$ cat config.mk
export PLATFORM = sky130hd
export DESIGN_NAME = gpu_fb_arbiter
export DESIGN_NICKNAME = d
export VERILOG_FILES = /design/src/hdl/gpu_geom_pkg.sv /design/src/hdl/gpu_mem_pkg.sv /design/src/hdl/gpu_fb_arbiter.sv
export SDC_FILE = /design/constraint.sdc
export NUM_CORES = 1
export LEC_CHECK = 0
export ABC_CLOCK_PERIOD_IN_PS = 1500
export BUFFER_PORTS_ARGS = -buffer_cell sky130_fd_sc_hd__buf_2
export CAP_MARGIN = 10
export CORE_ASPECT_RATIO = 0.6
export CORE_MARGIN = 2
export CORE_UTILIZATION = 31
export DETAILED_ROUTE_END_ITERATION = 12
export GPL_TIMING_DRIVEN = 0
export PLACE_DENSITY = 0.94
export SYNTH_ARGS = -nofsm -noshare
export SYNTH_HDL_FRONTEND = slang
export SYNTH_SLANG_ARGS = --single-unit
$ cat constraint.sdc
create_clock -name vclk -period 1.5
set_clock_uncertainty 0.15 [all_clocks]
set_input_delay 0.075 -clock vclk [all_inputs]
set_output_delay 0.075 -clock vclk [all_outputs]
set_load 0.005 [all_outputs]
$ cat src/hdl/gpu_geom_pkg.sv
`default_nettype none

package gpu_geom_pkg;

  // Coordinate widths
  localparam int WIDTH_BITS = 10;
  localparam int HEIGHT_BITS = 9;

  // One colour channel
  localparam int CHANNEL_BITS = 8;

  localparam int OPCODE_BITS = 4;

  // Instruction opcodes
  localparam logic [OPCODE_BITS-1:0] OP_NOP = 4'd0;
  localparam logic [OPCODE_BITS-1:0] OP_FILL_RECT = 4'd1;
  localparam logic [OPCODE_BITS-1:0] OP_OUTLINE_RECT = 4'd2;

endpackage

`default_nettype wire

$ cat src/hdl/gpu_mem_pkg.sv
`default_nettype none

package gpu_mem_pkg;

  // Red in the top byte, then green, then blue
  localparam int PIXEL_BITS = 24;

  // Requester indices, lowest index wins the port
  localparam int REQ_FILL = 0;
  localparam int REQ_OUTLINE = 1;
  localparam int REQ_HOST = 2;
  localparam int NUM_REQ = 3;

endpackage

`default_nettype wire

$ cat src/hdl/gpu_fb_arbiter.sv
`default_nettype none

module gpu_fb_arbiter (
  input  logic [gpu_mem_pkg::NUM_REQ-1:0] req_i,
  input  logic [gpu_mem_pkg::NUM_REQ-1:0][gpu_geom_pkg::WIDTH_BITS-1:0] x_i,
  input  logic [gpu_mem_pkg::NUM_REQ-1:0][gpu_geom_pkg::HEIGHT_BITS-1:0] y_i,
  input  logic [gpu_mem_pkg::REQ_HOST-1:0][gpu_mem_pkg::PIXEL_BITS-1:0] wr_pixel_i,
  output logic [gpu_mem_pkg::NUM_REQ-1:0] gnt_o,
  output logic mem_we_o,
  output logic mem_re_o,
  output logic [gpu_geom_pkg::WIDTH_BITS-1:0] mem_x_o,
  output logic [gpu_geom_pkg::HEIGHT_BITS-1:0] mem_y_o,
  output logic [gpu_mem_pkg::PIXEL_BITS-1:0] mem_pixel_o
);

  // Walk from the top index down so the lowest requester is kept
  always_comb begin
    gnt_o = '0;
    mem_x_o = '0;
    mem_y_o = '0;
    for (int i = gpu_mem_pkg::NUM_REQ - 1; i >= 0; i--) begin
      if (req_i[i]) begin
        gnt_o = '0;
        gnt_o[i] = 1'b1;
        mem_x_o = x_i[i];
        mem_y_o = y_i[i];
      end
    end
  end

  // Engines below the host index write, the host reads
  assign mem_we_o = |gnt_o[gpu_mem_pkg::REQ_HOST-1:0];
  assign mem_re_o = gnt_o[gpu_mem_pkg::REQ_HOST];
  assign mem_pixel_o = gnt_o[gpu_mem_pkg::REQ_FILL] ? wr_pixel_i[gpu_mem_pkg::REQ_FILL]
                                                     : wr_pixel_i[gpu_mem_pkg::REQ_OUTLINE];

  always_comb begin
    a_gnt_onehot: assert ($onehot0(gnt_o));
  end

endmodule

`default_nettype wire

Word-level counts from Yosys, hierarchy flattened
Cells that the tools add are included.
{"block": "word_totals", "out_inout_bits": 48, "wordCells": 11, "ff_bits": 0}
{"block": "classes", "reduce_logical": 1, "n_mux": 10}
{"operator": "two-way mux 10 bit", "n": 3}
{"operator": "two-way mux 9 bit", "n": 3}
{"operator": "two-way mux 24 bit", "n": 1}
{"operator": "two-way mux 3 bit", "n": 3}
{"operator": "OR reduction 2 bit", "n": 1}

Longest topological paths before layout
Gate-level depths: netlist (run 1).
{"block": "logic_depth", "word_depth": 4, "ltp_mapped": 4, "ltp_nobuf": 2}

Worst setup path after synthesis (run 1)
No wires, ideal clock.
{"block": "synth_path", "kind": "input to output", "start": "input port req_i[1] (netlist bit)", "end": "output port gnt_o[2] (netlist bit)", "required_ns": 1.275, "n_path_buf": 2, "t_arrival_ns": 0.736, "path_slack_ns": 0.539, "path_stages": 4, "path_cell_list": "clkbuf_1 -> or2_1 -> nor2_1 -> buf_4"}
{"block": "synth_via", "elab_chain_len": 2}
{"element": "start: declaration", "line_no": "gpu_fb_arbiter.sv:4", "text": "input logic [gpu_mem_pkg::NUM_REQ-1:0] req_i,"}
{"element": "two-way mux 3 bit (2 in series)", "line_no": "gpu_fb_arbiter.sv:22", "text": "if (req_i[i]) begin"}
{"element": "end: declaration", "line_no": "gpu_fb_arbiter.sv:8", "text": "output logic [gpu_mem_pkg::NUM_REQ-1:0] gnt_o,"}
No other way between the ends.

Worst setup path in the final report (run 1)
Same ends and word-level chain as after synthesis.

==> impl_metrics.json, run 1 <==
{
  "critical_path_class": "in -> out",
  "num_rows": 15,
  "place_congestion": 0.6766,
  "grt_setup_unrepaired": "false",
  "worstPathRequired_ns": 1.27,
  "critPathMaxStageDelay_ns": 0.27,
  "holdWs_ns": 0.1698,
  "routed_via_density": 4.669,
  "final_cell_area_mm2": 0.001739,
  "critPathMaxFanout": 10,
  "layout-drive-gt1-share_pct": 69.12,
  "synth_area_um2": 920.9,
  "internal_power_uw": 300.5,
  "drt_iter0_markers": 35,
  "slew_viol_final": 0,
  "seq_cell_count": 0,
  "clock_buffers": 0,
  "status": "completed",
  "max_freq_ghz": 0.9297,
  "synthDistinctLibCells": 12,
  "tns_ns": 0,
  "preCtsSetupSlack_ns": 0.4138,
  "synthCells": 119,
  "ys_seq_area_share_pct": 0,
  "fin_crit_ns": 1.076,
  "maxCapViolations": 0,
  "maxSlewHeadroom_pct": 72.85,
  "antenna_cells": 0,
  "coreArea_mm2": 0.002853,
  "cts_hold_buffers": 0,
  "die_y_um": 46.22,
  "ant_nets": 0,
  "drt-total-wl_um": 3691,
  "combPwrFrac_pct": 100.0,
  "slowest_stage": "or2_1",
  "worstMarginPinSlew_ns": 0.4073,
  "switching_power_uw": 184.3,
  "grt_pass1_vias": 1263,
  "power.share.clock_pct": 0,
  "finalNonFillerCells": 314,
  "avgSynthCellArea_um2": 7.739,
  "fillers": 296,
  "ios": 156,
  "leakage_uw": 0.0009854,
  "hpwl_um": 3186,
  "final_cell_mix": "buf_2 (158), a21oi_1 (38), mux2_4 (21)",
  "synth_nets": 227,
  "antenna_found_initial": 0,
  "fp.dieW_um": 74.37,
  "vias": 1466,
  "nNetsFinal": 382,
  "placedCellCount": 314,
  "sw_frac_of_total_pct": 38.02,
  "start_util_pct": 32.28,
  "drc": 0,
  "hold_violations": 0,
  "pwr-share-seq_pct": 0,
  "die_area_mm2": 0.003437,
  "powerDensity_mw_per_mm2": 278.8,
  "holdCritPathClass": "in -> out",
  "ctsResizeCount": 0,
  "cp.arrival_ns": 0.85,
  "worst_slack_ns": 0.4243,
  "yosys-top-cells-area": "mux2_4 (34%), a21oi_1 (21%), nand3b_1 (15%)",
  "grt_first_pass_wirelength_um": 5009,
  "crit_chain": "clkbuf_1, or2_1, nor2_1, buf_4, buf_2",
  "area_delta_synth_final_pct": 88.86,
  "place_area_mm2": 0.001739,
  "register_area_um2": 0,
  "io_buffers": 153,
  "synth_top_area_cell": "mux2_4",
  "synth_top_area_share_pct": 34.24,
  "grt_max_degree": 11,
  "grtUsageTotal_pct": 17.88,
  "synth_warnings": 0,
  "finalSetupViolCount": 0,
  "drt_pass1_iterations": 4,
  "cts_setup_buffers": 0,
  "fin_crit_sh_pct": 71.71,
  "ir_worst_vdd_mv": 0.1547,
  "crit_path_start_kind": "input pin",
  "final_common_cell": "buf_2",
  "crit_path_end_kind": "output port",
  "grt-ovfl-total": 0,
  "wl_per_cell_um": 11.75
}
-- metrics by stage --
stage	util [%]	power [µW]
after global placement	60.96	473.5
after global routing	60.96	532.5
after CTS	60.96	488.8
after detailed placement	60.96	486.6
final	60.96	484.9
after floorplan	-	235.9
-- metal layers --
layer	global-route usage, %	vias to the layer above	part of all wire [%]	wire length (µm)
li1	-	730	-	-
met1	19.80	666	40	1471
met2	39.29	70	53	1945
met3	0.8753	0	7.4	274
met4	1.071	0	0	0
met5	0	-	0	0
-- power groups by stage --
stage | Combinational, µW | Clock, µW | Sequential (µW)
after floorplan | 236 | 0 | 0
after global routing | 532 | 0 | 0
final | 485 | 0 | 0
after CTS | 489 | 0 | 0
after global placement | 473 | 0 | 0
after detailed placement | 487 | 0 | 0
-- layout make-up --
| class | instances | area (µm²) | share of cell area (%) |
|---|---|---|---|
| Multi-Input combinational cell | 103 | 817.0 | 46.98 |
| Buffer | 15 | 100.1 | 5.755 |
| Tap cell | 42 | 52.55 | 3.022 |
| Inverter | 1 | 3.754 | 0.2158 |
| Timing Repair Buffer | 153 | 765.7 | 44.03 |
-- final timing paths --
path	start	to	slack, ns	cells past startpoint
setup / recovery	req_i[1]	gnt_o[2]	0.42	5
hold / removal	req_i[0]	gnt_o[0]	0.17	2
-- synth_stat cells --
cell and number:
buf_6 4, clkbuf_1 4, nor2b_1 20, nand3b_1 19, buf_4 2, buf_2 5
inv_1 1, nor2_1 1, or2_1 1, a21oi_1 38, mux2_4 21, mux2_2 3
-- worst max-delay path, delay by kind of cell --
family | cells | cell delay (ns)
buf+inv | 3 | 0.39
simple gates | 2 | 0.39
-- logic make-up after synthesis --
family / Yosys count / share of synthesized area [%]
AO/OA/AOI/OAI: 38 / 20.65
buffers and inverters: 16 / 11.28
multiplexers: 24 / 37.91
AND/OR/NAND/NOR: 41 / 30.16
No activity file was read; power rests on OpenSTA's default activity.
==> inputs of run 2 (changes only) <==
--- a/config.mk
+++ b/config.mk
@@ -5,15 +5,15 @@
 export SDC_FILE = /design/constraint.sdc
 export NUM_CORES = 1
 export LEC_CHECK = 0
-export ABC_CLOCK_PERIOD_IN_PS = 1500
+export ABC_CLOCK_PERIOD_IN_PS = 950
 export BUFFER_PORTS_ARGS = -buffer_cell sky130_fd_sc_hd__buf_2
 export CAP_MARGIN = 10
 export CORE_ASPECT_RATIO = 0.6
 export CORE_MARGIN = 2
-export CORE_UTILIZATION = 31
+export CORE_UTILIZATION = 26
 export DETAILED_ROUTE_END_ITERATION = 12
 export GPL_TIMING_DRIVEN = 0
-export PLACE_DENSITY = 0.94
+export PLACE_DENSITY = 0.84
 export SYNTH_ARGS = -nofsm -noshare
 export SYNTH_HDL_FRONTEND = slang
 export SYNTH_SLANG_ARGS = --single-unit
==> constraint.sdc (replaced) <==
create_clock -name vclk -period 0.95
set_clock_uncertainty 0.15 [all_clocks]
set_input_delay 0.0475 -clock vclk [all_inputs]
set_output_delay 0.0475 -clock vclk [all_outputs]
set_load 0.005 [all_outputs]
==> run 2 against run 1 <==
Critical path depth decreased by 1. Setup slack got worse by 0.41 ns. Utilization decreased by 3.2 points. Critical path type unchanged. Hold slack got worse by 0.058 ns. Final area increased by 10%. Largest power group unchanged. Largest cell class unchanged. Clock-buffer cell count unchanged. Die area increased by 18%. Cell count increased by 1.6%. Flip-flop and latch count unchanged.
==> impl_metrics.json, run 2 (synthesis gave the netlist of run 1 again) <==
{
  "startpoint": "req_i[0]",
  "slew_viol_final": 0,
  "wl_per_cell_um": 11.65,
  "grt_first_pass_wirelength_um": 5451,
  "place_area_mm2": 0.001743,
  "nNetsFinal": 384,
  "seq_cell_count": 0,
  "critPathMaxFanout": 6,
  "clock_buffers": 0,
  "grt_max_degree": 12,
  "final_common_cell": "buf_2",
  "cts_setup_buffers": 0,
  "place_congestion": 0.7026,
  "start_util_pct": 27.71,
  "power.total_uw": 858.9,
  "grt_pass1_vias": 1342,
  "fin_util_pct": 57.76,
  "preCtsSetupSlack_ns": -0.09258,
  "num_rows": 16,
  "fp.dieW_um": 80.83,
  "grt_setup_unrepaired": "false",
  "ios": 156,
  "grtUsageTotal_pct": 15.98,
  "final_cell_area_mm2": 0.001919,
  "layout-drive-gt1-share_pct": 72.26,
  "max_freq_ghz": 1.072,
  "crit_chain": "clkbuf_16, buf_16, mux2_4, buf_6",
  "coreArea_mm2": 0.003323,
  "vias": 1473,
  "routed_via_density": 4.618,
  "worstPathRequired_ns": 0.75,
  "cp.arrival_ns": 0.73,
  "maxCapViolations": 0,
  "grt-ovfl-total": 0,
  "critPathMaxStageDelay_ns": 0.30,
  "die_y_um": 50.10,
  "drt_iter0_markers": 44,
  "leakage_uw": 0.001061,
  "fin_crit_sh_pct": 98.15,
  "tns_ns": 0,
  "drc": 0,
  "final_cell_mix": "buf_2 (151), a21oi_1 (36), mux2_4 (21)",
  "crit_path_end_kind": "output port",
  "hold_violations": 0,
  "die_area_mm2": 0.004050,
  "crit_path_end": "mem_pixel_o[18]",
  "io_buffers": 153,
  "finalSetupViolCount": 0,
  "area_delta_synth_final_pct": 108.4,
  "slowest_stage": "mux2_4",
  "maxSlewHeadroom_pct": 85.92,
  "ir_worst_vdd_mv": 0.2132,
  "hpwl_um": 3168,
  "fin_crit_ns": 0.9324,
  "status": "completed",
  "drt_pass1_iterations": 4,
  "critical_path_class": "in -> out",
  "worstMarginPinSlew_ns": 0.2113,
  "ant_nets": 0,
  "drt-total-wl_um": 3717,
  "holdCritPathClass": "in -> out",
  "register_area_um2": 0,
  "fillers": 332,
  "worst_slack_ns": 0.01757,
  "powerDensity_mw_per_mm2": 447.5,
  "antenna_cells": 0,
  "antenna_found_initial": 0,
  "crit_path_start_kind": "input pin"
}
-- run 2: metal layers --
layer,track usage [%],routed length [µm]
met1,18.80,1480
met2,31.96,1883
met3,2.015,353
met4,0.5650,0
met5,0,0
-- run 2: worst min-delay path by stage --
stage | from | to | slack [ns] | cells after the start
after floorplan | req_i[0] | gnt_o[0] | 0.03 | 1
after global placement | req_i[0] | gnt_o[0] | 0.11 | 2
after detailed placement | req_i[0] | gnt_o[0] | 0.11 | 2
after CTS | req_i[0] | gnt_o[0] | 0.11 | 2
after global routing | req_i[0] | gnt_o[0] | 0.13 | 2
final | req_i[0] | gnt_o[0] | 0.11 | 2
-- run 2: critical path, delay by kind of cell --
kind / cells / cell delay [ns]
multiplexers: 1 / 0.30
buffers and inverters: 3 / 0.38
-- run 2: final cells by class --
cell class / count / area, µm² / share of cell area [%]
Buffer: 14 / 156.4 / 8.149
Inverter: 1 / 3.754 / 0.1956
Tap cell: 45 / 56.30 / 2.934
Multi-Input combinational cell: 103 / 834.6 / 43.48
Timing Repair Buffer: 156 / 868.3 / 45.24
-- run 2: repair_timing --
action / in CTS / in global routing
setup endpoints to repair: 32 / 29
cloned: 1 / 2
hold buffers: 0 / 0
pin swaps: 0 / 3
gates resized for setup: 13 / 21
-- run 2: through the flow --
step	hold slack [ns]	cells
after CTS	0.1133	318
after global routing	0.1250	319
after floorplan	0.02582	119
final	0.1119	319
after global placement	0.1125	317
after detailed placement	0.1119	317
-- run 2: where the power goes --
| part | switching, µW | leakage [µW] | internal (µW) |
|---|---|---|---|
| Clock | 0 | 0 | 0 |
| Combinational | 308 | 0.00106 | 551 |
| Sequential | 0 | 0 | 0 |
| Total | 308 | 0.00106 | 551 |
==> inputs of run 3 (changes only) <==
--- a/config.mk
+++ b/config.mk
@@ -12,8 +12,8 @@
 export CORE_MARGIN = 2
 export CORE_UTILIZATION = 26
 export DETAILED_ROUTE_END_ITERATION = 12
-export GPL_TIMING_DRIVEN = 0
-export PLACE_DENSITY = 0.84
+export MAX_ROUTING_LAYER = met4
+export PLACE_DENSITY = 0.79
 export SYNTH_ARGS = -nofsm -noshare
 export SYNTH_HDL_FRONTEND = slang
 export SYNTH_SLANG_ARGS = --single-unit
==> run 3 against run 2 <==
The flow now finishes with violations (setup timing). Cell count fell by 2.2%. Die area did not move. Critical path depth rose by 1. Routed wire length rose by 7.0%. Flip-flop and latch count did not move. First-iteration DRC count fell by 16%. Via count fell by 3.0%. Combinational power rose by 13%. Non-clock buffer count fell by 7.
==> impl_metrics.json, run 3 (synthesis gave the netlist of run 1 again) <==
{
  "holdWs_ns": 0.2316,
  "crit_path_start_kind": "input pin",
  "holdPathStages": 3,
  "wl_per_cell_um": 12.75,
  "hold_violations": 0,
  "internal_power_uw": 630.2,
  "cp.arrival_ns": 0.78,
  "leakage_uw": 0.001100,
  "nNetsFinal": 377,
  "finalSetupViolCount": 9,
  "drc": 0,
  "preCtsSetupSlack_ns": -0.1589,
  "sw_frac_of_total_pct": 35.09,
  "power.total_uw": 970.8,
  "grt_max_degree": 41,
  "status": "finished, violations left",
  "place_area_mm2": 0.001705,
  "grt-ovfl-total": 0,
  "worst_slack_ns": -0.02427,
  "powerDensity_mw_per_mm2": 471.1,
  "die_area_mm2": 0.004050,
  "hpwl_um": 2763,
  "place_congestion": 0.6841,
  "io_buffers": 156,
  "crit_path_end_kind": "output port",
  "vias": 1429,
  "cts_hold_buffers": 0,
  "ant_nets": 0,
  "drt_pass1_iterations": 4,
  "ir_worst_vdd_mv": 0.2593,
  "fp.dieW_um": 80.83,
  "routed_via_density": 4.580,
  "worstPathRequired_ns": 0.75,
  "grt_pass1_vias": 1253,
  "final_cell_mix": "buf_2 (131), a21oi_1 (30), mux2_4 (24)",
  "grtUsageTotal_pct": 16.26,
  "drt-total-wl_um": 3979,
  "fin_crit_sh_pct": 102.6,
  "combPwrFrac_pct": 100.0,
  "final_cell_area_mm2": 0.002061,
  "clock_buffers": 0,
  "switching_power_uw": 340.6,
  "drt_iter0_markers": 37,
  "grt_first_pass_wirelength_um": 5340,
  "critical_path_class": "in -> out",
  "slew_viol_final": 0,
  "register_area_um2": 0,
  "critPathMaxFanout": 8,
  "holdCritPathClass": "in -> out",
  "worstMarginPinSlew_ns": 0.2170,
  "max_freq_ghz": 1.026,
  "maxCapViolations": 0,
  "grt_setup_unrepaired": "true",
  "fin_crit_ns": 0.9743,
  "final_common_cell": "buf_2",
  "coreArea_mm2": 0.003323,
  "ios": 156,
  "min-delay-start": "wr_pixel_i[32]",
  "die_y_um": 50.10,
  "hold_path_end": "mem_pixel_o[8]",
  "antenna_found_initial": 0,
  "area_delta_synth_final_pct": 123.8,
  "pwr-share-seq_pct": 0,
  "maxSlewHeadroom_pct": 85.53,
  "violations": "setup timing",
  "power.share.clock_pct": 0,
  "antenna_cells": 0,
  "layout-drive-gt1-share_pct": 74.91,
  "seq_cell_count": 0,
  "start_util_pct": 27.71,
  "num_rows": 16
}
[run 3: changes by cell type in the layout (fill, tap and decap cells not counted), sizes merged]
cell / previous run / this run
buf: 165 / 162
clkbuf: 5 / 1
[run 3: worst max-delay path by stage]
stage                             to  slack [ns]  cells past startpoint     start
after floorplan             gnt_o[2]        0.04                      4  req_i[1]
after global placement    mem_x_o[9]       -0.13                      4  req_i[1]
after detailed placement  mem_y_o[7]       -0.16                      4  req_i[1]
after CTS                 mem_y_o[4]       -0.06                      5  req_i[0]
after global routing        gnt_o[2]       -0.04                      5  req_i[0]
final                       gnt_o[2]       -0.02                      5  req_i[0]
[run 3: metrics by stage]
stage	utilization [%]	cells	setup TNS [ns]
after floorplan	-	119	0
after global placement	51.32	308	-4.025
after detailed placement	51.32	308	-4.840
after CTS	57.94	311	-1.036
after global routing	62.01	312	-0.5715
final	62.01	312	-0.1542
[run 3: critical path: stages]
cell and delay, ns:
buf_16 0.13, buf_12 0.15, or2_4 0.25, nor2_4 0.08, buf_2 0.11
[run 3: layout make-up]
class                      count  area (µm²)
inverter                       1       3.754
fill                         279        1262
timing repair buffer         163        1120
multi-input combinational    103       880.8
tap                           45       56.30
[run 3: layer usage]
metal | vias up | part of all wire, % | track usage (%)
met5 | - | 0 | -
met4 | 0 | 0 | 0
met3 | 0 | 8.6 | 1.282
met2 | 70 | 48 | 29.06
met1 | 636 | 43 | 21.30
li1 | 723 | - | -
[run 3: what timing repair did]
action                                 CTS  global route
endpoints found under the hold margin    0             0
gates cloned                             3             1
resized for setup                       27            26
pin swaps                                4             4
setup buffers                            0             0
setup endpoints to repair               47            35
[run 3: power groups by stage]
stage / combinational (µW) / clock [µW] / sequential [µW]
3_5_place_dp: 752 / 0 / 0
3_3_place_gp: 739 / 0 / 0
6_report: 971 / 0 / 0
2_1_floorplan: 372 / 0 / 0
5_1_grt: 1050 / 0 / 0
4_1_cts: 892 / 0 / 0
