**src/hdl/gpu_geom_pkg.sv**
```systemverilog
`default_nettype none

package gpu_geom_pkg;

  // Coordinate widths
  localparam int WIDTH_BITS = 10;
  localparam int HEIGHT_BITS = 9;

  // One colour channel
  localparam int CHANNEL_BITS = 8;

  localparam int OPCODE_BITS = 4;

  // Instruction opcodes
  localparam logic [OPCODE_BITS-1:0] OP_NOP = 4'd0;
  localparam logic [OPCODE_BITS-1:0] OP_FILL_RECT = 4'd1;
  localparam logic [OPCODE_BITS-1:0] OP_OUTLINE_RECT = 4'd2;

endpackage

`default_nettype wire

```
**src/hdl/gpu_instruction_fifo.sv**
```systemverilog
`default_nettype none

module gpu_instruction_fifo #(
  parameter int FIFO_DEPTH = 8
) (
  input  logic clk,
  input  logic n_rst,
  input  logic push_i,
  input  logic pop_i,
  input  logic [gpu_geom_pkg::OPCODE_BITS-1:0] opcode_i,
  input  logic [gpu_geom_pkg::WIDTH_BITS-1:0] x1_i,
  input  logic [gpu_geom_pkg::HEIGHT_BITS-1:0] y1_i,
  input  logic [gpu_geom_pkg::WIDTH_BITS-1:0] x2_i,
  input  logic [gpu_geom_pkg::HEIGHT_BITS-1:0] y2_i,
  input  logic [gpu_geom_pkg::CHANNEL_BITS-1:0] r_i,
  input  logic [gpu_geom_pkg::CHANNEL_BITS-1:0] g_i,
  input  logic [gpu_geom_pkg::CHANNEL_BITS-1:0] b_i,
  output logic [gpu_geom_pkg::OPCODE_BITS-1:0] opcode_o,
  output logic [gpu_geom_pkg::WIDTH_BITS-1:0] x1_o,
  output logic [gpu_geom_pkg::HEIGHT_BITS-1:0] y1_o,
  output logic [gpu_geom_pkg::WIDTH_BITS-1:0] x2_o,
  output logic [gpu_geom_pkg::HEIGHT_BITS-1:0] y2_o,
  output logic [gpu_geom_pkg::CHANNEL_BITS-1:0] r_o,
  output logic [gpu_geom_pkg::CHANNEL_BITS-1:0] g_o,
  output logic [gpu_geom_pkg::CHANNEL_BITS-1:0] b_o,
  output logic empty_o,
  output logic full_o
);

  localparam int PTR_BITS = $clog2(FIFO_DEPTH);
  localparam int ENTRY_BITS = gpu_geom_pkg::OPCODE_BITS + 2 * gpu_geom_pkg::WIDTH_BITS
                            + 2 * gpu_geom_pkg::HEIGHT_BITS + 3 * gpu_geom_pkg::CHANNEL_BITS;

  logic [ENTRY_BITS-1:0] mem [FIFO_DEPTH];
  logic [PTR_BITS-1:0] rd_ptr;
  logic [PTR_BITS-1:0] wr_ptr;
  logic [PTR_BITS:0] count;
  logic do_push;
  logic do_pop;

  assign do_push = push_i && !full_o;
  assign do_pop = pop_i && !empty_o;
  assign empty_o = (count == '0);
  assign full_o = (count == FIFO_DEPTH[PTR_BITS:0]);

  // Head entry is visible without a pop
  assign {opcode_o, x1_o, y1_o, x2_o, y2_o, r_o, g_o, b_o} = mem[rd_ptr];

  always_ff @(posedge clk) begin
    if (do_push) begin
      mem[wr_ptr] <= {opcode_i, x1_i, y1_i, x2_i, y2_i, r_i, g_i, b_i};
    end
  end

  // Pointers wrap on their own, depth is a power of two
  always_ff @(posedge clk) begin
    if (!n_rst) begin
      rd_ptr <= '0;
      wr_ptr <= '0;
      count <= '0;
    end else begin
      if (do_push) begin
        wr_ptr <= wr_ptr + 1'b1;
      end
      if (do_pop) begin
        rd_ptr <= rd_ptr + 1'b1;
      end
      if (do_push && !do_pop) begin
        count <= count + 1'b1;
      end else if (do_pop && !do_push) begin
        count <= count - 1'b1;
      end
    end
  end

  a_count_bound: assert property (@(posedge clk) disable iff (!n_rst) count <= FIFO_DEPTH);

endmodule

`default_nettype wire

```
**config.mk**
```make
export PLATFORM = sky130hd
export DESIGN_NAME = gpu_instruction_fifo
export DESIGN_NICKNAME = d
export VERILOG_FILES = /design/src/hdl/gpu_geom_pkg.sv /design/src/hdl/gpu_instruction_fifo.sv
export SDC_FILE = /design/constraint.sdc
export NUM_CORES = 1
export LEC_CHECK = 0
export BUFFER_PORTS_ARGS = -buffer_cell sky130_fd_sc_hd__buf_4
export CAP_MARGIN = 20
export CORE_MARGIN = 4
export CORE_UTILIZATION = 55
export DETAILED_ROUTE_END_ITERATION = 6
export GPL_TIMING_DRIVEN = 1
export PLACE_DENSITY = 0.83
export SLEW_MARGIN = 20
export SYNTH_ARGS = -nofsm -noshare
export SYNTH_HDL_FRONTEND = slang
export SYNTH_SLANG_ARGS = --single-unit
```
**constraint.sdc**
```tcl
create_clock -name clk -period 9.8 [get_ports clk]
set_input_delay 0 -clock clk [delete_from_list [all_inputs] [get_ports clk]]
set_output_delay 0 -clock clk [all_outputs]
set_load 0.05 [all_outputs]
```
Word-level counts from Yosys, hierarchy flattened
Memory sizes are Yosys's and may differ from the RTL's. A register that Yosys moved wholly into a read port is not among the register bits.
Cells that the tools add are included.
{"block": "totals", "register_bits": 10, "ramBits": 528, "output_inout_bits": 68, "wordCells": 25, "mem_count": 1}
{"block": "op_classes", "addsub": 4, "eq_ne": 1, "mux": 6, "reduce_logical": 10}
{"name": "mem", "words": 8, "width": 66, "read_ports": 1, "rd_ports_with_merged_regs": 1, "write_ports": 1, "line": "gpu_instruction_fifo.sv:34", "source": "logic [ENTRY_BITS-1:0] mem [FIFO_DEPTH];"}
{"operator": "$mux W4", "n": 2}
{"operator": "$add A3 B1 Y3 const B", "n": 2}
{"operator": "$mux W3", "n": 2}
{"operator": "$add A4 B1 Y4 const B", "n": 1}
{"operator": "$eq A4 B4 Y1 const B", "n": 1}
{"operator": "$logic_and A1 B1 Y1", "n": 4}
{"operator": "$logic_not A1 Y1", "n": 4}
{"operator": "$logic_not A4 Y1", "n": 1}
{"operator": "$sub A4 B1 Y4 const B", "n": 1}
{"operator": "$mux W1", "n": 2}
{"operator": "$reduce_bool A2 Y1", "n": 1}

Logic depth before layout (Yosys ltp)
Gate-level depths: netlist of run 1.
{"block": "logic_depth", "ltp_word": 7, "ltp_mapped": 10}

Worst setup path after synthesis of run 1
No wires, ideal clock.
{"block": "synth_path", "kind": "register to register", "start": "register count[0]", "end": "memory mem[0][0] in the netlist's numbering, enable pin", "arrival_time_ns": 5.433, "slack_ns": 3.796, "stages_incl_launch_ff": 6, "n_path_buf": 1, "synth_period_minus_slack_ns": 6.004, "cell_sequence": "dfxtp_1 or4b_1 and2_1 buf_6 nand2b_1 nor3_1"}
{"block": "synth_between", "elab_chain_cells": 5}
{"element": "from (decl)", "line": "gpu_instruction_fifo.sv:37", "source": "logic [PTR_BITS:0] count;"}
{"element": "from (signal assigned)", "line": "gpu_instruction_fifo.sv:69", "source": "count <= count + 1'b1;"}
{"element": "from (signal assigned)", "line": "gpu_instruction_fifo.sv:71", "source": "count <= count - 1'b1;"}
{"element": "$eq A4 B4 Y1", "line": "gpu_instruction_fifo.sv:44", "source": "assign full_o = (count == FIFO_DEPTH[PTR_BITS:0]);"}
{"element": "$logic_not A1 Y1", "line": "gpu_instruction_fifo.sv:41", "source": "assign do_push = push_i && !full_o;"}
{"element": "$logic_and A1 B1 Y1", "line": "gpu_instruction_fifo.sv:41"}
{"element": "via do_push", "line": "gpu_instruction_fifo.sv:38", "source": "logic do_push;"}
{"element": "$mux W1", "line": "gpu_instruction_fifo.sv:50", "source": "if (do_push) begin"}
{"element": "$mux W1 (implied by the code)", "line": "gpu_instruction_fifo.sv:51", "source": "mem[wr_ptr] <= {opcode_i, x1_i, y1_i, x2_i, y2_i, r_i, g_i, b_i};"}
{"element": "to (decl)", "line": "gpu_instruction_fifo.sv:34"}
The timed path passes the listed nets, and every way through them passes these cells.

==> results of run 1 <==
## synthesized netlist by cell type (all sizes together)
library cell	number
a211oi	1
a21boi	1
a21oi	1
a31oi	1
and2	7
buf	19
clkbuf	21
dfxtp	13
edfxtp	528
fa	1
ha	5
inv	3
mux2	66
mux2i	4
mux4	132
nand2	4
nand2b	5
nand3	2
nor2	8
nor2b	3
nor3	2
nor4	1
o21ai	1
o41ai	1
or4b	1
xnor2	4
xor2	1
## metal layers
metal | GRT usage (%) | part of all wire (%)
met5 | 0 | 0.066
met2 | 33.1 | 51
met4 | 5.78 | 2.4
met1 | 26.8 | 41
met3 | 4.02 | 5.9
## where the power goes
group	internal (mW)	switching [mW]	total [mW]
logic	0.765	1.04	1.80
registers	2.68	0.0870	2.76
clock network	1.28	0.835	2.11
## what timing repair did
| item | in CTS | in global routing |
|---|---|---|
| buffers inserted | 0 | 0 |
| hold endpoints to repair | 541 | 0 |
| hold buffers | 70 | 0 |
## how the worst max path moves through the flow
stage / end / startpoint / cells past startpoint / slack [ns]
final: r_o[4] / register / 5 / 6.13
after global routing: r_o[4] / register / 5 / 5.92
after CTS: x2_o[3] / register / 5 / 6.04
after detailed placement: mem[6][43] / count[0] / 5 / 6.59
after global placement: r_o[4] / register / 5 / 6.69
after floorplan: mem[0][0] / count[0] / 5 / 3.80
## per-stage QoR
stage / cell area, um^2 / power [mW] / std cells
after floorplan: 20500 / 4.16 / 836
after global placement: 22000 / 4.56 / 1417
after detailed placement: 22100 / 4.60 / 1418
after CTS: 24600 / 6.75 / 1586
after global routing: 24600 / 6.94 / 1589
final: 24600 / 6.68 / 1589
## worst max-delay path: stages (launching register included)
cell     delay [ns]
dfxtp_4        0.76
buf_4          0.70
buf_4          0.67
mux4_2         0.42
mux2_2         0.29
buf_4          0.20
## flip-flops by register name, indices dropped and copies added, names as in the netlist, named ones only
register  count
mem         528
rd_ptr        3
count         4
wr_ptr        3
## area by class of cell
| cell class | instances | area, um^2 | share of cell area (%) |
|---|---|---|---|
| diodes | 2 | 5.00 | 0.0203 |
| flip-flops and latches | 541 | 16100 | 65.5 |
| clock inverters | 36 | 463 | 1.88 |
| clock buffers | 62 | 1380 | 5.61 |
| repair buffers | 225 | 1890 | 7.68 |
| well taps | 468 | 586 | 2.38 |
| multi-input cells | 252 | 4160 | 16.9 |
| inverters | 3 | 11.3 | 0.0457 |
## cell families after synthesis
| kind of cell | after synthesis |
|---|---|
| adder cells (fa/ha/maj) | 6 |
| AND/OR/NAND/NOR | 33 |
| buffers and inverters | 43 |
| multiplexers | 202 |
| flip-flops | 541 |
| AO/OA/AOI/OAI | 6 |
| XOR/XNOR | 5 |
==> out/summary.md, run 1 <==
Clock latency on the worst-skew pair, taken at its later pin, is 0.57 ns. In the routed design, unresolved DRC markers number 0. The total area inside the core boundary comes to 0.0367 mm^2. The clock tree root buffer cell is clkbuf_16. Across the VDD grid, the largest voltage drop is 0.251 mV. The first routing iteration left 663 violations.

The synthesized netlist devotes 0.214% of its cell area to XOR and XNOR gates. After detailed routing, the average wire length per cell comes to 24.9 um. The number of vias per cell after detailed routing is 5.92.

The flop-to-flop setup slack was 6.62 ns. In the post-route analysis, the smallest setup slack over all paths is 6.13 ns. The total count of hold-check failures in the final report was 0; the pin count of the biggest net entering global routing was 54.

For this run, the share of the core covered by cells in the final layout is 67.1%. The logs give 3.67 ns for the worst endpoint data arrival time and 55.8% for the starting density of the core. For the worst slew margin relative to its limit, the log shows 26.0%. In this run the number of H-tree levels came out at 2. TritonCTS built the clock tree. Global routing consumed, over all layers together, 19.7% of the routing resources.

138 I/O pins were placed. Clock sink total: 541. Of the available clock period, the critical path in the final layout requires 37.4%.

The estimated wirelength of the detail-placed design is 20,500 um. The flow ran to the end, and the final reports show no timing, DRC or antenna violations. In the final layout, the share of cells above drive strength 1 is 39.9%. After Yosys synthesis, full adders, half adders and majority gates account for 0.403% of the synthesized area. Across the routed clock network, the largest skew measured is 0.0196 ns.

The logs give 0 for the number of pins with negative max-slew slack in the final report and 10,183 for the via count of the first global-routing pass. The worst setup path category is register to primary output. The count of cells resized by post-cts repair came out at 0. By area the synthesized netlist is led by edfxtp_1 (77%), mux4_2 (15%), mux2_2 (3.6%). For the leakage dissipation, the log shows 7.96 nW.

After global routing the overflow that remains totals 0. The depth of the worst hold-timing path works out to 2. The share of Yosys cell area claimed by the top area cell type came out at 77.5%.

The number of filler instances in the final layout was 2,220; the number of port buffers was 137. The power per cell area is 271 mW/mm^2. Setup repair after global routing left no endpoint under its margin.

The average cell area after synthesis came out at 24.5 um^2. Setup total negative slack on the finished layout was measured at 0 ns. In the synthesized netlist, the number of instances is 836. The tools report the category of the worst setup path capture point as a primary output. Row generation in the floorplan step produced 70 rows. In this run the critical register-to-register path is captured at mem[6][56]. The area growth from synthesis to layout was 20.3%.

At the end of routability-driven placement, the weighted congestion stood at 0.725. The post-layout minimum cycle time is 3.67 ns, and the compound-cell area share of the yosys netlist is 0.232%. The portion of synthesized area spent on multiplexers is 18.4%. From left edge to right edge, the die measures 201 um. Setup violations remaining at the end of the flow were counted as 0. The number of nets with antenna violations after detailed routing came out at 0. The tightest hold margin was 0.200 ns; the vertical die dimension was 201 um. In the layout the commonest cells are edfxtp_1 (528), buf_4 (152), mux4_2 (132).

Number of buffers on the longest clock path: 3. The clock-pin slew reported for the worst setup and hold paths after clock tree synthesis works out to 0.06 ns. By area, the combinational part of the netlist is dominated by multiplexers. The run gives 912 as the number of nets produced by synthesis. The die covers 0.0404 mm^2. At the worst endpoint, the required time is 9.80 ns.

The cell taking the most area after synthesis was edfxtp_1. In this run the worst path has a maximum fanout of 49. The worst register-to-register path has a depth of 5. STA classifies the critical path startpoint as a register. For the total iterations of the first detailed-routing run, the log shows 4. The run gives 4 as the number of antenna violations at the first check in global routing.

For the pin with the worst max-slew slack, the measured transition is 1.11 ns. During synthesis, Yosys emitted a total of 0 warnings. The area fraction in and, or, nand and nor cells after synthesis was 0.856%; the flop and latch count out of synthesis was 541.

The number of clock buffers inserted by TritonCTS came out at 53. Number of vias after detailed routing: 9,412. The run gives 0 as the max-capacitance violation count.

The logs give 1,152 for the final net count and 39,500 um for the total wirelength of the detailed-routed design. In this run the most critical hold path is launched from b_i[7]. In this run, distinct cell masters in the synthesized netlist total 28. After synthesis, flip-flops and latches occupy 78.7% of the total area.

The first global-routing pass estimated 61,000 um of wire. The cell area after synthesis was 0.0205 mm^2; the fmax was 273 MHz. In this run the worst hold path is classified as input pin to register. The worst slack at placement came out at 6.59 ns.

Leaving out fill and tap cells, the most frequent cell in the layout is edfxtp_1. Launch point of the worst reg-to-reg path: count[1]. The worst hold path terminates at mem[5][7].
Power figures use the tool's default switching activity.
==> inputs of run 2 (changes only) <==
- CORE_UTILIZATION: 55 -> 54
- PLACE_DENSITY: 0.83 -> 0.84
- clock period: 9.8 -> 3.2 ns (I/O delays scaled with it)
==> out/summary.md, run 2 (synthesis gave the netlist of run 1 again) <==
The run finished with clean final reports. The run gives 9,585 (+1.8%) as the number of vias after detailed routing. TritonCTS built the clock tree. The clock-pin slew reported for the worst setup and hold paths after clock tree synthesis came out at 0.06 ns (about the same). The sequential share of power came out at 42.2% (+0.8 points).

The required time at the endpoint of the critical path was 3.44 ns (-6.36 ns); the full die area was 0.0411 mm^2 (+1.8%). The routed length per placed instance was 25.9 um (+4.2%); the routability congestion estimate from global placement was 0.755 (+4.1%). The layer flagged by global routing as most heavily used is met2. The vertical die dimension works out to 203 um (+0.89%).

For the combinational fraction of design power, the log shows 28.5% (+1.5 points). The logs give 1,633 (+2.8%) for the count of non-filler cells in the finished layout and 1,464 (+3.2%) for the total instance count after detailed placement. Net switching power: 6.06 mW (+210%).

The worst-path maximum fanout works out to 37 (-24%). The tools report the category of the worst setup path capture point as a register. In this run the most critical hold path is launched from y2_i[0]. The run gives 14.0 mW (+200%) as the internal power. The maximum single-stage delay on the critical path is 0.88 ns (+0.12 ns), and the starting density of the core is 54.6% (-1.2 points). Power per cell area: 813 mW/mm^2 (+200%). Setup repair after global routing left no endpoint under its margin.

The fraction of power spent switching nets is 30.2% (+0.87 points). The tightest hold margin came out at 0.208 ns (+0.00825 ns). Maximum resistive drop on vdd: 0.525 mV (+110%). For the fmax, the log shows 359 MHz.

Pin count of the biggest net entering global routing: 58 (+7.4%). The violation count after the first detailed-routing iteration was 1,148 (+73%); the via count of the first global-routing pass was 10,199 (+0.16%). Slew at the pin closest to its max-slew limit: 1.04 ns (-0.0632 ns). The power share of the clock group is 29.3% (-2.3 points). Relative to the synthesized area, the layout overhead comes to 20.5%. The tools report the final setup violation count as 0 (unchanged).

The max-capacitance violation count is 0 (unchanged), and the number of clock buffers inserted by TritonCTS is 49 (-7.5%). The tools report the worst slew margin relative to its limit as 30.2% (+4.2 points). For the met1 demand-to-capacity share in global routing, the log shows 29.7% (+2.8 points). For the number of buffers on the longest clock path, the log shows 3 (unchanged). The logs give 0 (unchanged) for the DRC violation count after routing and 0.411 ns (-5.72 ns) for the setup slack after layout. The logs give 0.0375 mm^2 (+2.2%) for the core area and 138 (unchanged) for the top-level I/O count. The tools report the estimated wirelength of the detail-placed design as 22,000 um (+7.7%). Cell family contributing the most delay on the critical path: simple AND/OR/NAND/NOR gates. The total wirelength of the detailed-routed design was 42,400 um (+7.1%).

The tools report the number of nets with antenna violations after detailed routing as 0 (unchanged). The met3 track demand over resource was 3.72% (-0.30 points); the worst slack at placement was 0.323 ns (-6.27 ns). The total global-route track usage is 20.9% (+1.2 points).

In the final layout, the registers with the most flip-flops are mem: 528 flops, count: 4 flops. The residual overflow from global routing came out at 0 (unchanged). Most common library cell in the layout ignoring fill and taps: edfxtp_1. The number of port buffers is 137 (unchanged).

The tools report the worst endpoint data arrival time as 3.03 ns (-0.64 ns). The final net count came out at 1,151 (-0.087%). For the latest clock arrival within the worst-skew pair, the log shows 0.57 ns (about the same). The power consumption came out at 20.1 mW (+200%).

The launch point of the worst reg-to-reg path was count[1]. The total iterations of the first detailed-routing run was 6 (+2). By startpoint and endpoint, the worst setup path is classified as register to register. The logs give 0 (unchanged) for the number of pins with negative max-slew slack in the final report and 0 (unchanged) for the total count of hold-check failures in the final report. Fraction of the core area covered by cells at the end of the flow: 65.8% (-1.3 points). Worst setup path startpoint: count[1].

The number of vias per cell after detailed routing is 5.87 (-0.91%), and the post-layout minimum cycle time is 2.79 ns. The met2 layer usage reported by global route was 34.3% (+1.2 points); the fraction of layout cells with a size suffix above 1 was 39.5% (-0.43 points). The kind of start point of the critical path is a register. Number of placement rows: 71 (+1.4%).

Count of H-tree levels built during CTS: 2 (unchanged). The global-route wire length before repair was 65,100 um (+6.8%); the clock sink total was 541 (unchanged). The number of antenna violations at the first check in global routing was 8 (+4); the overall die width was 203 um (+0.89%).

The run gives 7.91 nW (-0.62%) as the leakage dissipation. The maximum clock skew at final layout is 0.0263 ns (+0.00668 ns). In the finished design, the share of the clock period the worst path needs comes to 87.2%.

The tree is rooted in a clkbuf_16. The tightest min-delay check is of the input pin to register type. The signal on the critical path passes through or4b_1 > and2_1 > nand2b_1 > nor2_4 > buf_12. For this design, the slowest cell found on the critical path is nor2_4. Leaving out fill and tap cells, the most frequent cells in the layout are edfxtp_1 (528), buf_4 (145), mux4_2 (132). More flip-flops sit in one register than any other, and that register is mem.

The sum of buffers and inverters on the critical path was 1 (-2). The flip-flop count of the largest register, all copies and words added works out to 528 (unchanged).
## run 2: changes by cell type in the layout (fill, tap and decap cells not counted), sizes merged, moves of 2 or more
cell | previous run | this run
clkinvlp | 5 | 3
clkinv | 18 | 16
diode | 2 | 6
bufinv | 10 | 5
inv | 6 | 4
buf | 155 | 159
clkbuf | 62 | 67
## run 2: path summary, 6_finish.rpt
path / endpoint / slack (ns) / cells past startpoint
max: mem[2][19] / 0.41 / 5
min: mem[5][24] / 0.21 / 2
max reg2reg: mem[2][19] / 0.41 / 5
min reg2reg: wr_ptr[0] / 0.54 / 2
## run 2: layout make-up
class                      instances  area, um^2
multi-input combinational        252        4170
clock inverter                    25         256
fill                            2302       12800
clock buffer                      67        1370
antenna                            6        15.0
sequential                       541       16100
tap                              511         639
inverter                           3        11.3
timing repair buffer             228        2070
## run 2: per-stage QoR
| step | TNS, ns | area, um^2 |
|---|---|---|
| 2_1_floorplan | -503.16 | 20500 |
| 3_3_place_gp | 0 | 22300 |
| 3_5_place_dp | 0 | 22300 |
| 4_1_cts | 0 | 24600 |
| 5_1_grt | 0 | 24700 |
| 6_report | 0 | 24700 |
## run 2: what timing repair did
item                                   4_1_cts  5_1_grt
setup buffers                                0        0
endpoints found under the hold margin      541        0
gates resized for setup                      0        0
hold buffers                                69        0
## run 2: power groups by stage
stage	clock network, mW	logic (mW)	registers (mW)
4_1_cts	5.94	5.76	8.47
5_1_grt	6.30	6.01	8.51
2_1_floorplan	0	4.26	8.45
3_3_place_gp	0	5.56	8.57
6_report	5.87	5.71	8.47
3_5_place_dp	0	5.62	8.60
## run 2: routing by layer
metal	part of all wire, %	vias to the layer above
met5	0.085	-
met3	6.8	70
li1	-	4042
met2	51	403
met4	2.3	6
met1	40	5064
==> inputs of run 3 (changes only) <==
==> constraint.sdc (replaced) <==
create_clock -name clk -period 3.2 [get_ports clk]
set_input_delay 0.32 -clock clk [delete_from_list [all_inputs] [get_ports clk]]
set_output_delay 0.32 -clock clk [all_outputs]
set_load 0.05 [all_outputs]
==> out/summary.md, run 3 (synthesis gave the netlist of run 1 again) <==
The run gives 5 (-1) as the total iterations of the first detailed-routing run. The total cell area at the placement stage is 0.0223 mm^2 (+0.21%), and the number of vias per cell after detailed routing is 5.71 (-2.8%). The setup TNS is 0 ns (unchanged). The latest clock arrival within the worst-skew pair came out at 0.56 ns (about the same). The worst min-delay path category is input pin to register. The via count of the first global-routing pass came out at 10,030 (-1.7%).

The run gives 0.0245 mm^2 (-0.56%) as the final design instance area without fill. The total wirelength of the detailed-routed design was 38,900 um (-8.1%). Register bank with the most flops: mem. Final period utilization: 93.3% (+6.2 points). Core area: 0.0375 mm^2 (unchanged). For the number of clock buffers inserted by TritonCTS, the log shows 51 (+4.1%). The flip-flop count of the largest register, all copies and words added came out at 528 (unchanged).

Fmax: 335 MHz (-6.6%). The tools report the number of placement rows as 71 (unchanged). The clock tree root buffer cell is clkbuf_16. Most common library cell in the layout ignoring fill and taps: edfxtp_1. The run gives 56.7% (+27 points) as the worst slew margin relative to its limit.

The category of the worst setup path capture point is a primary output. The vertical die dimension is 203 um (unchanged). Tightest hold margin: 0.0539 ns (-0.154 ns). For the clock sink total, the log shows 541 (unchanged). The diode insertion count for antenna repair was 0 (-6). Power per cell area: 800 mW/mm^2 (-1.6%). The worst endpoint data arrival time was 2.67 ns (-0.36 ns); the power consumption was 19.6 mW (-2.2%).

The run gives 54.6% (unchanged) as the starting density of the core. The number of buffers on the longest clock path is 3 (unchanged). For the leakage dissipation, the log shows 7.86 nW (-0.67%). In the layout the commonest cells are edfxtp_1 (528), buf_4 (146), mux4_2 (132). The routed length per placed instance works out to 24.0 um (-7.5%). The tools report the residual overflow from global routing as 0 (unchanged). The routability congestion estimate from global placement is 0.721 (-4.6%), and the number of port buffers is 137 (unchanged).

The tools report the global-route wire length before repair as 60,600 um (-7.0%). The run gives 0 (unchanged) as the number of pins with negative max-slew slack in the final report. The post-CTS setup buffer count is 0 (unchanged).

The tools report the number of antenna violations at the first check in global routing as 2 (-6). The worst-path maximum fanout is 26 (-30%), and the required time at the endpoint of the critical path is 2.88 ns (-0.56 ns). The number of nets with antenna violations after detailed routing was 0 (unchanged); the overall die width was 203 um (unchanged). The flow ran to the end, and the final reports show no timing, DRC or antenna violations.

For the count of H-tree levels built during CTS, the log shows 2 (unchanged). In the final layout, the registers with the most flip-flops are mem: 528 flops, count: 4 flops. For the estimated wirelength of the detail-placed design, the log shows 20,400 um (-7.5%). The worst setup path is of the register to primary output kind. The maximum clock skew at final layout came out at 0.0127 ns (-0.0136 ns). Setup repair after global routing left no endpoint under its margin. The logs give 0 (unchanged) for the max-capacitance violation count and 9,270 (-3.3%) for the number of vias after detailed routing. Relative to the synthesized area, the layout overhead comes to 19.8%. The run gives 138 (unchanged) as the top-level I/O count.

The tools report the flop-to-flop setup slack as 0.56 ns (+0.15 ns). The final net count is 1,151 (unchanged), and the slew at the pin closest to its max-slew limit is 0.649 ns (-0.395 ns). The post-layout minimum cycle time works out to 2.99 ns (+0.198 ns).

Pin count of the biggest net entering global routing: 73 (+26%). The run gives 740 (-36%) as the violation count after the first detailed-routing iteration. TritonCTS built the clock tree. The final setup violation count was 0 (unchanged). The worst setup path is launched from a register. The total global-route track usage is 19.4% (-1.6 points), and the fraction of layout cells with a size suffix above 1 is 38.7% (-0.79 points). The DRC violation count after routing was 0 (unchanged); the full die area was 0.0411 mm^2 (unchanged). The total count of hold-check failures in the final report is 0 (unchanged), and the clock-pin slew reported for the worst setup and hold paths after clock tree synthesis is 0.06 ns (about the same).

The tools report the maximum resistive drop on vdd as 0.584 mV (+11%).
## run 3: stage by stage
step	util [%]	setup slack, ns	cells
4_1_cts	65.4	0.134	1624
6_report	65.4	0.213	1624
3_5_place_dp	59.6	0.572	1467
5_1_grt	65.4	0.0544	1624
2_1_floorplan	-	-1.02	836
3_3_place_gp	59.6	0.678	1467
## run 3: metal layers
metal	vias to the layer above	share of wire, %	track usage, %
li1	4035	-	-
met1	4925	42	27.1
met2	249	50	32.2
met3	57	5.7	4.04
met4	4	1.8	4.51
met5	-	0.069	0
## run 3: worst max-delay path, cell delays in order (launching register included)
cell and delay [ns]:
dfxtp_4 0.76, buf_12 0.31, mux4_2 0.55, mux2_2 0.28, buf_4 0.19
## run 3: final timing paths
kind	startpoint	endpoint	cells after the start
worst max-delay path	register	x1_o[3]	4
worst min-delay path	n_rst	wr_ptr[2]	2
worst max register to register	count[1]	count[3]	9
worst min register to register	wr_ptr[0]	wr_ptr[0]	2
## run 3: area by class of cell
type	count	area [um^2]
fill	2400	13000
clock inverter	20	111
multi-input combinational	252	4170
inverter	3	11.3
tap	511	639
clock buffer	71	1430
timing repair buffer	226	2040
sequential	541	16100
## run 3: power by group
group          internal, mW  total, mW  switching (mW)
clock network          3.17       5.52            2.36
logic                  2.44       5.67            3.22
registers              8.19       8.43           0.234
## run 3: what timing repair did
item,CTS,global route
resized for setup,0,0
endpoints found under the hold margin,528,0
hold buffers,66,0
